[src/rtl/axi2apb_pkg.sv]
/* Shared widths, vector types, structs and response codes of the AXI-to-APB bridge.
   Each bridge module imports this package in its header. */
package axi2apb_pkg;

    // ----------------------------------------------------------------------
    // Widths and codes
    // ----------------------------------------------------------------------
    localparam int ID_WIDTH       = 4;
    localparam int AXI_ADDR_WIDTH = 32;
    localparam int APB_ADDR_WIDTH = 12;
    localparam int AXI_DATA_WIDTH = 64;
    localparam int APB_DATA_WIDTH = 32;

    typedef logic [ID_WIDTH-1:0]         axi_id_t;
    typedef logic [AXI_ADDR_WIDTH-1:0]   axi_addr_t;
    typedef logic [APB_ADDR_WIDTH-1:0]   apb_addr_t;
    typedef logic [AXI_DATA_WIDTH-1:0]   axi_data_t;
    typedef logic [APB_DATA_WIDTH-1:0]   apb_data_t;
    typedef logic [AXI_DATA_WIDTH/8-1:0] axi_strb_t;
    typedef logic [2:0]                  axi_size_t;
    typedef logic [1:0]                  axi_resp_t;

    localparam axi_size_t SIZE_DWORD  = 3'd3;   // 8 bytes, split into two words
    localparam axi_resp_t RESP_OKAY   = 2'b00;
    localparam axi_resp_t RESP_SLVERR = 2'b10;

    // ----------------------------------------------------------------------
    // Bundles between the blocks
    // ----------------------------------------------------------------------
    typedef struct packed {
        logic      write;   // Set for AW+W, clear for AR
        axi_id_t   id;
        axi_addr_t addr;
        axi_size_t size;
        axi_data_t wdata;
        axi_strb_t wstrb;
    } axi_req_t;

    typedef struct packed {
        logic      write;
        apb_addr_t addr;    // Word address on the APB side
        apb_data_t wdata;
    } apb_cmd_t;

    typedef struct packed {
        apb_data_t rdata;
        logic      slverr;
    } apb_rsp_t;

    typedef enum logic [1:0] {
        ST_IDLE,
        ST_LO,
        ST_HI,
        ST_RESP
    } bridge_state_t;

endpackage

[src/rtl/axi_req_latch.sv]
/* Accepts one AXI read or write request and holds it until its response is taken.
   Reads win over writes; AW and W are only taken together. */
`timescale 1ns/1ps

module axi_req_latch import axi2apb_pkg::*; (
    input  logic      ACLK,
    input  logic      ARESETn,

    input  logic      ar_valid_i,
    input  axi_id_t   ar_id_i,
    input  axi_addr_t ar_addr_i,
    input  axi_size_t ar_size_i,
    output logic      ar_ready_o,

    input  logic      aw_valid_i,
    input  axi_id_t   aw_id_i,
    input  axi_addr_t aw_addr_i,
    input  axi_size_t aw_size_i,
    output logic      aw_ready_o,

    input  logic      w_valid_i,
    input  axi_data_t w_data_i,
    input  axi_strb_t w_strb_i,
    output logic      w_ready_o,

    output axi_req_t  req_o,
    output logic      req_valid_o,
    input  logic      req_done_i
);

    logic     full_q;
    axi_req_t req_q;
    logic     rd_take;
    logic     wr_take;

    // Read has priority whenever the latch is empty
    assign ar_ready_o = !full_q;
    assign aw_ready_o = !full_q && !ar_valid_i && w_valid_i;
    assign w_ready_o  = !full_q && !ar_valid_i && aw_valid_i;

    assign rd_take = ar_valid_i && ar_ready_o;
    assign wr_take = aw_valid_i && aw_ready_o;  // W handshakes in the same cycle

    always_ff @(posedge ACLK or negedge ARESETn) begin
        if (!ARESETn) begin
            full_q <= 1'b0;
        end else if (rd_take || wr_take) begin
            full_q <= 1'b1;
        end else if (req_done_i) begin
            full_q <= 1'b0;
        end
    end

    always_ff @(posedge ACLK) begin
        if (rd_take) begin
            req_q <= '{write: 1'b0, id: ar_id_i, addr: ar_addr_i, size: ar_size_i,
                       wdata: '0, wstrb: '0};
        end else if (wr_take) begin
            req_q <= '{write: 1'b1, id: aw_id_i, addr: aw_addr_i, size: aw_size_i,
                       wdata: w_data_i, wstrb: w_strb_i};
        end
    end

    assign req_o       = req_q;
    assign req_valid_o = full_q;

endmodule

[src/rtl/bridge_ctrl.sv]
/* Bridge controller FSM: plans the APB word transfers of the held request
   and returns the AXI read or write response once they are done. */
`timescale 1ns/1ps

module bridge_ctrl import axi2apb_pkg::*; (
    input  logic      ACLK,
    input  logic      ARESETn,

    input  axi_req_t  req_i,
    input  logic      req_valid_i,
    output logic      req_done_o,

    output apb_cmd_t  cmd_o,
    output logic      cmd_valid_o,
    input  logic      cmd_ready_i,
    input  logic      rsp_valid_i,
    input  logic      slverr_seen_i,

    output logic      hi_lane_o,
    output logic      clear_o,

    output logic      r_valid_o,
    input  logic      r_ready_i,
    output logic      b_valid_o,
    input  logic      b_ready_i,
    output axi_resp_t resp_o,
    output axi_id_t   id_o
);

    localparam int WORD_BYTES = APB_DATA_WIDTH / 8;

    bridge_state_t state_q;
    bridge_state_t state_d;
    logic          issued_q;    // Command out, waiting for its APB response
    logic          dword;
    logic          lo_sel;
    logic          hi_sel;
    logic          need_lo;
    logic          need_hi;
    logic          resp_done;

    // ----------------------------------------------------------------------
    // Word planning
    // ----------------------------------------------------------------------
    assign dword  = (req_i.size == SIZE_DWORD);
    assign lo_sel = dword || !req_i.addr[2];
    assign hi_sel = dword || req_i.addr[2];

    // A write half without any strobe is skipped
    assign need_lo = lo_sel && (!req_i.write || (|req_i.wstrb[WORD_BYTES-1:0]));
    assign need_hi = hi_sel &&
                     (!req_i.write || (|req_i.wstrb[2*WORD_BYTES-1:WORD_BYTES]));

    assign hi_lane_o = (state_q == ST_HI);

    // Aligned word address, bit 2 follows the lane in flight
    assign cmd_o.write = req_i.write;
    assign cmd_o.addr  = {req_i.addr[APB_ADDR_WIDTH-1:3], hi_lane_o, 2'b00};
    assign cmd_o.wdata = hi_lane_o ? req_i.wdata[AXI_DATA_WIDTH-1:APB_DATA_WIDTH]
                                   : req_i.wdata[APB_DATA_WIDTH-1:0];

    assign cmd_valid_o = ((state_q == ST_LO) || (state_q == ST_HI)) && !issued_q;

    // ----------------------------------------------------------------------
    // Response side
    // ----------------------------------------------------------------------
    assign r_valid_o = (state_q == ST_RESP) && !req_i.write;
    assign b_valid_o = (state_q == ST_RESP) && req_i.write;
    assign resp_o    = slverr_seen_i ? RESP_SLVERR : RESP_OKAY;
    assign id_o      = req_i.id;
    assign resp_done = (r_valid_o && r_ready_i) || (b_valid_o && b_ready_i);

    always_comb begin
        state_d    = state_q;
        clear_o    = 1'b0;
        req_done_o = 1'b0;
        case (state_q)
            ST_IDLE: begin
                if (req_valid_i) begin
                    clear_o = 1'b1;             // Fresh data and error flag
                    if (need_lo) begin
                        state_d = ST_LO;
                    end else if (need_hi) begin
                        state_d = ST_HI;
                    end else begin
                        state_d = ST_RESP;      // Nothing to write, plain OKAY
                    end
                end
            end
            ST_LO: begin
                if (rsp_valid_i) begin
                    state_d = need_hi ? ST_HI : ST_RESP;
                end
            end
            ST_HI: begin
                if (rsp_valid_i) begin
                    state_d = ST_RESP;
                end
            end
            ST_RESP: begin
                if (resp_done) begin
                    req_done_o = 1'b1;          // Frees the request latch
                    state_d    = ST_IDLE;
                end
            end
            default: begin
                state_d = ST_IDLE;
            end
        endcase
    end

    always_ff @(posedge ACLK or negedge ARESETn) begin
        if (!ARESETn) begin
            state_q  <= ST_IDLE;
            issued_q <= 1'b0;
        end else begin
            state_q <= state_d;
            if (rsp_valid_i) begin
                issued_q <= 1'b0;
            end else if (cmd_valid_o && cmd_ready_i) begin
                issued_q <= 1'b1;
            end
        end
    end

endmodule

[src/rtl/apb_port.sv]
/* APB3 master for one 32-bit word command at a time.
   Runs setup and access phases and pulses a response when PREADY ends the access. */
`timescale 1ns/1ps

module apb_port import axi2apb_pkg::*; (
    input  logic      ACLK,
    input  logic      ARESETn,

    input  apb_cmd_t  cmd_i,
    input  logic      cmd_valid_i,
    output logic      cmd_ready_o,
    output apb_rsp_t  rsp_o,
    output logic      rsp_valid_o,

    output logic      psel_o,
    output logic      penable_o,
    output logic      pwrite_o,
    output apb_addr_t paddr_o,
    output apb_data_t pwdata_o,
    input  apb_data_t prdata_i,
    input  logic      pready_i,
    input  logic      pslverr_i
);

    apb_cmd_t cmd_q;
    logic     psel_q;
    logic     penable_q;
    logic     done;

    assign cmd_ready_o = !psel_q;               // Idle only
    assign done        = penable_q && pready_i; // PREADY counts in access phase only

    always_ff @(posedge ACLK or negedge ARESETn) begin
        if (!ARESETn) begin
            psel_q    <= 1'b0;
            penable_q <= 1'b0;
        end else if (done) begin
            psel_q    <= 1'b0;
            penable_q <= 1'b0;
        end else if (psel_q) begin
            penable_q <= 1'b1;                  // Setup to access
        end else if (cmd_valid_i) begin
            psel_q <= 1'b1;
        end
    end

    always_ff @(posedge ACLK) begin
        if (cmd_valid_i && cmd_ready_o) begin
            cmd_q <= cmd_i;
        end
    end

    assign psel_o    = psel_q;
    assign penable_o = penable_q;
    assign pwrite_o  = cmd_q.write;
    assign paddr_o   = cmd_q.addr;
    assign pwdata_o  = cmd_q.wdata;

    assign rsp_valid_o  = done;
    assign rsp_o.rdata  = prdata_i;
    assign rsp_o.slverr = pslverr_i;

endmodule

[src/rtl/rdata_collect.sv]
/* Assembles APB read words into the 64-bit AXI read data
   and keeps a sticky slave error flag for the current request. */
`timescale 1ns/1ps

module rdata_collect import axi2apb_pkg::*; (
    input  logic      ACLK,
    input  logic      ARESETn,

    input  logic      clear_i,
    input  logic      rsp_valid_i,
    input  apb_rsp_t  rsp_i,
    input  logic      hi_lane_i,

    output axi_data_t rdata_o,
    output logic      slverr_o
);

    apb_data_t lo_q;
    apb_data_t hi_q;
    logic      err_q;

    // Lanes not read stay zero
    always_ff @(posedge ACLK) begin
        if (clear_i) begin
            lo_q <= '0;
            hi_q <= '0;
        end else if (rsp_valid_i) begin
            if (hi_lane_i) hi_q <= rsp_i.rdata;
            else           lo_q <= rsp_i.rdata;
        end
    end

    always_ff @(posedge ACLK or negedge ARESETn) begin
        if (!ARESETn) begin
            err_q <= 1'b0;
        end else if (clear_i) begin
            err_q <= 1'b0;
        end else if (rsp_valid_i && rsp_i.slverr) begin
            err_q <= 1'b1;                      // Any error spoils the whole request
        end
    end

    assign rdata_o  = {hi_q, lo_q};
    assign slverr_o = err_q;

endmodule

[src/rtl/axi2apb_top.sv]
/* Top level of the AXI4 (64-bit, single transfer) to APB3 (32-bit) bridge.
   Connects the request latch, controller, APB port and read data collector. */
`timescale 1ns/1ps

module axi2apb_top import axi2apb_pkg::*; (
    input  logic      ACLK,
    input  logic      ARESETn,

    // ----------------------------------------------------------------------
    // AXI slave side
    // ----------------------------------------------------------------------
    input  logic      ar_valid_i,
    input  axi_id_t   ar_id_i,
    input  axi_addr_t ar_addr_i,
    input  axi_size_t ar_size_i,
    output logic      ar_ready_o,

    input  logic      aw_valid_i,
    input  axi_id_t   aw_id_i,
    input  axi_addr_t aw_addr_i,
    input  axi_size_t aw_size_i,
    output logic      aw_ready_o,

    input  logic      w_valid_i,
    input  axi_data_t w_data_i,
    input  axi_strb_t w_strb_i,
    output logic      w_ready_o,

    output axi_id_t   r_id_o,
    output axi_data_t r_data_o,
    output axi_resp_t r_resp_o,
    output logic      r_valid_o,
    input  logic      r_ready_i,

    output axi_id_t   b_id_o,
    output axi_resp_t b_resp_o,
    output logic      b_valid_o,
    input  logic      b_ready_i,

    // ----------------------------------------------------------------------
    // APB master side
    // ----------------------------------------------------------------------
    output logic      psel_o,
    output logic      penable_o,
    output logic      pwrite_o,
    output apb_addr_t paddr_o,
    output apb_data_t pwdata_o,
    input  apb_data_t prdata_i,
    input  logic      pready_i,
    input  logic      pslverr_i
);

    axi_req_t  req;
    logic      req_valid;
    logic      req_done;
    apb_cmd_t  cmd;
    logic      cmd_valid;
    logic      cmd_ready;
    apb_rsp_t  rsp;
    logic      rsp_valid;
    logic      slverr_seen;
    logic      hi_lane;
    logic      clear;
    axi_resp_t resp;
    axi_id_t   id;

    axi_req_latch u_req_latch (
        .ACLK        (ACLK),
        .ARESETn     (ARESETn),
        .ar_valid_i  (ar_valid_i),
        .ar_id_i     (ar_id_i),
        .ar_addr_i   (ar_addr_i),
        .ar_size_i   (ar_size_i),
        .ar_ready_o  (ar_ready_o),
        .aw_valid_i  (aw_valid_i),
        .aw_id_i     (aw_id_i),
        .aw_addr_i   (aw_addr_i),
        .aw_size_i   (aw_size_i),
        .aw_ready_o  (aw_ready_o),
        .w_valid_i   (w_valid_i),
        .w_data_i    (w_data_i),
        .w_strb_i    (w_strb_i),
        .w_ready_o   (w_ready_o),
        .req_o       (req),
        .req_valid_o (req_valid),
        .req_done_i  (req_done)
    );

    bridge_ctrl u_ctrl (
        .ACLK          (ACLK),
        .ARESETn       (ARESETn),
        .req_i         (req),
        .req_valid_i   (req_valid),
        .req_done_o    (req_done),
        .cmd_o         (cmd),
        .cmd_valid_o   (cmd_valid),
        .cmd_ready_i   (cmd_ready),
        .rsp_valid_i   (rsp_valid),
        .slverr_seen_i (slverr_seen),
        .hi_lane_o     (hi_lane),
        .clear_o       (clear),
        .r_valid_o     (r_valid_o),
        .r_ready_i     (r_ready_i),
        .b_valid_o     (b_valid_o),
        .b_ready_i     (b_ready_i),
        .resp_o        (resp),
        .id_o          (id)
    );

    apb_port u_apb_port (
        .ACLK        (ACLK),
        .ARESETn     (ARESETn),
        .cmd_i       (cmd),
        .cmd_valid_i (cmd_valid),
        .cmd_ready_o (cmd_ready),
        .rsp_o       (rsp),
        .rsp_valid_o (rsp_valid),
        .psel_o      (psel_o),
        .penable_o   (penable_o),
        .pwrite_o    (pwrite_o),
        .paddr_o     (paddr_o),
        .pwdata_o    (pwdata_o),
        .prdata_i    (prdata_i),
        .pready_i    (pready_i),
        .pslverr_i   (pslverr_i)
    );

    rdata_collect u_rdata (
        .ACLK        (ACLK),
        .ARESETn     (ARESETn),
        .clear_i     (clear),
        .rsp_valid_i (rsp_valid),
        .rsp_i       (rsp),
        .hi_lane_i   (hi_lane),
        .rdata_o     (r_data_o),
        .slverr_o    (slverr_seen)
    );

    // One held request, so R and B share the ID and response
    assign r_id_o   = id;
    assign r_resp_o = resp;
    assign b_id_o   = id;
    assign b_resp_o = resp;

endmodule

[config.mk]
export PLATFORM = sky130hd
export DESIGN_NAME = axi2apb_top
export DESIGN_NICKNAME = d
export VERILOG_FILES = /design/src/rtl/axi2apb_pkg.sv /design/src/rtl/axi_req_latch.sv /design/src/rtl/bridge_ctrl.sv /design/src/rtl/apb_port.sv /design/src/rtl/rdata_collect.sv /design/src/rtl/axi2apb_top.sv
export SDC_FILE = /design/constraint.sdc
export NUM_CORES = 1
export LEC_CHECK = 0
export ABC_AREA = 0
export BUFFER_PORTS_ARGS = -buffer_cell sky130_fd_sc_hd__buf_4
export CAP_MARGIN = 20
export CORE_MARGIN = 3
export CORE_UTILIZATION = 35
export DETAILED_ROUTE_END_ITERATION = 8
export GPL_ROUTABILITY_DRIVEN = 0
export PLACE_DENSITY = 0.65
export SLEW_MARGIN = 20
export SYNTH_ARGS = -nofsm -noshare
export SYNTH_HDL_FRONTEND = slang
export SYNTH_HIERARCHICAL = 1
export SYNTH_SLANG_ARGS = --single-unit
[constraint.sdc]
create_clock -name ACLK -period 5.1 [get_ports ACLK]
set_clock_uncertainty 0.15 [all_clocks]
set_input_delay 0 -clock ACLK [delete_from_list [all_inputs] [get_ports ACLK]]
set_output_delay 0 -clock ACLK [all_outputs]
set_load 0.005 [all_outputs]
### Yosys cells after proc, flatten, opt, wreduce, memory -nomap -nowiden

Index checks and enable logic that the tools add are counted.

* bits in registers: 206
* input bits: 191
* output and inout port bits: 128

* equal/unequal tests: 8
* muxes and demuxes: 26
* bitwise gates (word level): 1
* reduce and logical (&&, ||, !) cells: 39

Operators with widths (number)
* 2-to-1 mux 111 bit: 2
* 2-to-1 mux 32 bit: 1
* 2-to-1 mux 1 bit: 16
* logical AND 1 bit: 15
* 2-to-1 mux 2 bit: 6
* nonzero test 2 bit: 5
* one-hot mux 2 bit (4 select lines): 1
* OR reduction 4 bit: 2
* logical OR 1 bit: 7
* zero test 1 bit: 6
* != test 2 x 1 -> 1 bit (second input constant): 3
* equality test 2 bit (second input constant): 2
* AND reduction 2 bit: 2
* AND reduction 4 bit: 1
* equality test 3 x 2 -> 1 bit (second input constant): 1
* equality test 2 x 1 -> 1 bit (second input constant): 1
* zero test 2 bit: 1
* != test 2 bit (second input constant): 1
* NOT 1 bit: 1

### Logic depth before layout (Yosys ltp)

* depth after elaboration: 8
* depth in mapped cells: 7
* depth with buffers taken out: 6

### Cells and area by module

Netlist, hierarchy kept.

Modules (own cells, without submodules)
* axi_req_latch: times used 1, cells an instance 347, area each 4300.4 um^2, sequential area each 2657.5 um^2
* rdata_collect: times used 1, cells an instance 248, area each 2727.6 um^2, sequential area each 1306.3 um^2
* apb_port: times used 1, cells an instance 86, area each 1687.9 um^2, sequential area each 1401.3 um^2
* bridge_ctrl: times used 1, cells an instance 92, area each 870.8 um^2, sequential area each 75.1 um^2
* axi2apb_top: times used 1, cells an instance 6, area each 45.0 um^2, sequential area each 0.0 um^2

### Worst setup path before layout

OpenSTA, ideal clock, no wires.

* path type: flip-flop to flip-flop
* start point: register u_ctrl.state_q[0]
* end point: register u_apb_port/paddr_o[0] (netlist name)
* library setup time: 0.453 ns
* arrival: 2.923 ns
* required time: 4.497 ns
* path slack: 1.574 ns
* stages on the path, launching flop included: 5
* path buffers: 0
* period minus slack after synthesis: 3.526 ns
* cell sequence: dfrtp_1 -> inv_1 -> ha_1 -> nor2b_1 -> nor2b_1

RTL lines
* start: declaration: RTL line bridge_ctrl.sv:32 `bridge_state_t state_q;`
* start signal: assignment: RTL line bridge_ctrl.sv:117 `state_q <= state_d;`

### Worst setup path after layout

* start point: register u_req_latch.full_q, in the netlist u_req_latch/req_valid_o
* end point: register u_req_latch.req_q (netlist bit u_req_latch/req_o[107]) (enable)

* word-level cells in the longest chain between the ends: 5
* elaborated cells between the ends (all ways): 6
* those cells by class: 6 x reduce/logical

RTL lines
* start: declaration: RTL line axi_req_latch.sv:31 `logic full_q;`
* start signal: assignment: RTL line axi_req_latch.sv:46 `full_q <= 1'b0;`
* start signal: assignment: RTL line axi_req_latch.sv:48 `full_q <= 1'b1;`
* start signal: assignment: RTL line axi_req_latch.sv:50 `full_q <= 1'b0;`
* zero test 1 bit *: RTL line axi_req_latch.sv:37, axi_req_latch.sv:38
* logical AND 1 bit (2 in series): RTL line axi_req_latch.sv:38 `assign aw_ready_o = !full_q && !ar_valid_i && w_valid_i;`
* logical AND 1 bit: RTL line axi_req_latch.sv:42 `assign wr_take = aw_valid_i && aw_ready_o;`
* nonzero test 2 bit (no line) *
* end signal: assignment: RTL line axi_req_latch.sv:56 `req_q <= '{write: 1'b0, id: ar_id_i, addr: ar_addr_i, size: ar_size_i,`
* end signal: assignment: RTL line axi_req_latch.sv:59 `req_q <= '{write: 1'b1, id: aw_id_i, addr: aw_addr_i, size: aw_size_i,`
* end: declaration: RTL line axi_req_latch.sv:32 `axi_req_t req_q;`

Mark *: on every way between the ends. The rest lies on a longest branch, timed or not.
A chain may end at the register's enable or synchronous reset.

==> flow_summary.yaml <==
global_routing:
  grt_pass1_wl_mm: 34.4
  antenna_found_initial: 1
  grt_overflow: 0
  grt.total_usage: 0.159
  grt_max_degree: 98
  grt_pass1_vias: 6466
drt:
  avgRoutedWirePerCell_microns: 15.9
  drt_iter0_markers: 286
  drtPass1Iterations: 4
  drt_wl_total_mm: 22.1
  num_vias: 6297
  routed_via_density: 4.54
  remaining_drc_errors: 0
  ant_nets: 0
sta:
  post-route-min-period_ns: 2.72
  whs_ns: 0.0862
  slew_viol_final: 0
  setup_viol_count_final: 0
  setup_tns_ns: 0
  worstMarginPinSlew_ns: 1.10
  grt_setup_unrepaired: "no"
  slew_headroom: 0.266
  hold_violations: 0
  fmax_ghz: 0.367
  final.setup.worst_slack_ns: 2.38
  finalCritPeriodShare: 0.534
logic_synthesis:
  syn_area_per_cell_sq_um: 12.5
  ys_warn_count: 6
  synth_area_sq_um: 8600
  synthCells: 687
worst_hold_path:
  min_from: "w_data_i[59]"
  hold_depth: 3
  min_to: "u_req_latch/req_o[67]"
  hold_path.class: "in -> reg"
clock_tree:
  worst_setup_hold_path_clk_slew_ns: 0.06
  cts_tree: "done"
  numCtsBuffers: 24
  root_buffer: "clkbuf_16"
  clock-sinks: 206
  htreeDepth: 1
  clockBufferDepth: 3
  insertion_delay_ns: 0.52
  cts_setup_buffers: 0
worst_setup_path:
  crit_path_start: "u_req_latch/req_valid_o"
  cp.required_ns: 5.12
  crit_family: "buffers and inverters"
  r2r-start: "u_req_latch/req_valid_o"
  timing.rr.end: "u_req_latch/req_o[107]"
  worstPathCellList: "inv_2 -> o21ai_4 -> buf_4 -> inv_2"
  worstPathMaxFanout: 73
  path_class: "reg -> reg"
  worst_path_most_repeated_cell: "inv_2"
  reg2reg_slack_ns: 2.38
  worstSetupEndpointType: "register"
  critPathLaunchType: "register"
  cp_slowest_cell: "dfrtp_1"
  slowest_delay_ns: 0.92
  crit_buf_inv: 3
  crit_arrival_ns: 2.74
  reg2regPathDepth: 4
placement:
  portBuffers: 272
  place_ws_ns: 2.29
  place_hpwl_mm: 13.5
floorplan:
  die_x_microns: 163
  ios: 319
  die_y_microns: 163
  die_area_sq_um: 26500
  rows: 56
  start_util: 0.361
  coreArea_sq_um: 23800
power_and_ir_drop:
  p_total_mw: 7.08
  power_density_nw_per_um2: 558
  p_leak_nw: 5.55
  irDropWorstVdd_mv: 0.238
final_layout:
  nFillCells: 2003
  layout-drive-gt1-share: 0.343
  synthToLayoutAreaGrowth_pct: 47.5
  final_nets: 1244
flow_run:
  drv_cap: 0
run_status:
  status: "complete, no violations"
==> cell usage in the layout (no fill, tap or decap), types with 2 or more instances in the layout <==
cell type and n:
dlygate4sd3_1 164, clkbuf_1 9, inv_1 5, mux2i_1 66
inv_2 2, nand2b_1 97, edfxtp_1 62, clkinv_2 4
dfrtp_1 7, mux2_2 32, dfxtp_1 137, nand2_1 18
conb_1 3, and2_2 3, nor2b_4 2, a21oi_1 22
nor3b_1 2, ha_1 4, and2_4 2, clkbuf_16 26
and2b_2 2, a22o_1 72, buf_4 277, nor4_1 2
clkbuf_8 3, nor2_1 3, nand3b_1 18
==> registers in the layout, summed over array words and instances (netlist names), 2 cells and up <==
register	cells
u_rdata/hi_q	32
u_apb_port/paddr_o	12
u_rdata/lo_q	32
u_apb_port/pwdata_o	32
u_req_latch/req_o	90
u_ctrl/state_q	2
==> stage by stage <==
stage                     cell area [sq um]  instances   util
final                                 12700       1386  0.532
after global routing                  12700       1386  0.532
after CTS                             12700       1384  0.532
after detailed placement              10200       1176  0.430
after global placement                10200       1176  0.430
after floorplan                        8600        689      -
==> worst max-delay path by stage <==
stage / endpoint / slack, ns / cells past startpoint
3_3_place_gp: u_req_latch/req_o[15] / 2.32 / 3
5_1_grt: u_req_latch/req_o[107] / 2.20 / 4
6_report: u_req_latch/req_o[107] / 2.38 / 4
2_1_floorplan: u_apb_port/paddr_o[0] / 1.57 / 4
4_1_cts: u_req_latch/req_o[47] / 2.30 / 3
3_5_place_dp: u_req_latch/req_o[46] / 2.29 / 3
==> metal layers <==
metal	up-vias	wire (microns)	track usage
met2	205	11200	0.282
li1	3089	-	-
met5	-	0	0
met3	39	1330	0.0308
met1	2964	8990	0.194
met4	0	576	0.0504
==> where the power goes <==
group	internal [mW]	leakage, nW	switching, mW
Clock	0.984	0.384	0.670
Sequential	2.53	1.79	0.376
Combinational	1.45	3.38	1.08
Total	4.96	5.55	2.12
==> layout make-up <==
class	count	area, sq um	share of cell area
tap	319	399	0.0315
clock inverter	6	58.8	0.00464
sequential	206	4780	0.377
clock buffer	38	726	0.0572
antenna	1	2.50	0.000197
timing repair buffer	442	3740	0.295
multi-input combinational	367	2950	0.233
inverter	7	26.3	0.00207
==> repair_timing <==
action / in CTS / in global routing
endpoints found under the hold margin: 168 / 0
resized for setup: 0 / 0
hold buffers: 164 / 0
==> worst min-delay path: cells and delay by family <==
family | cells | cell delay, ns
buf+inv | 2 | 0.63
compound gates | 1 | 0.10
(Power assumes the default switching activity.)
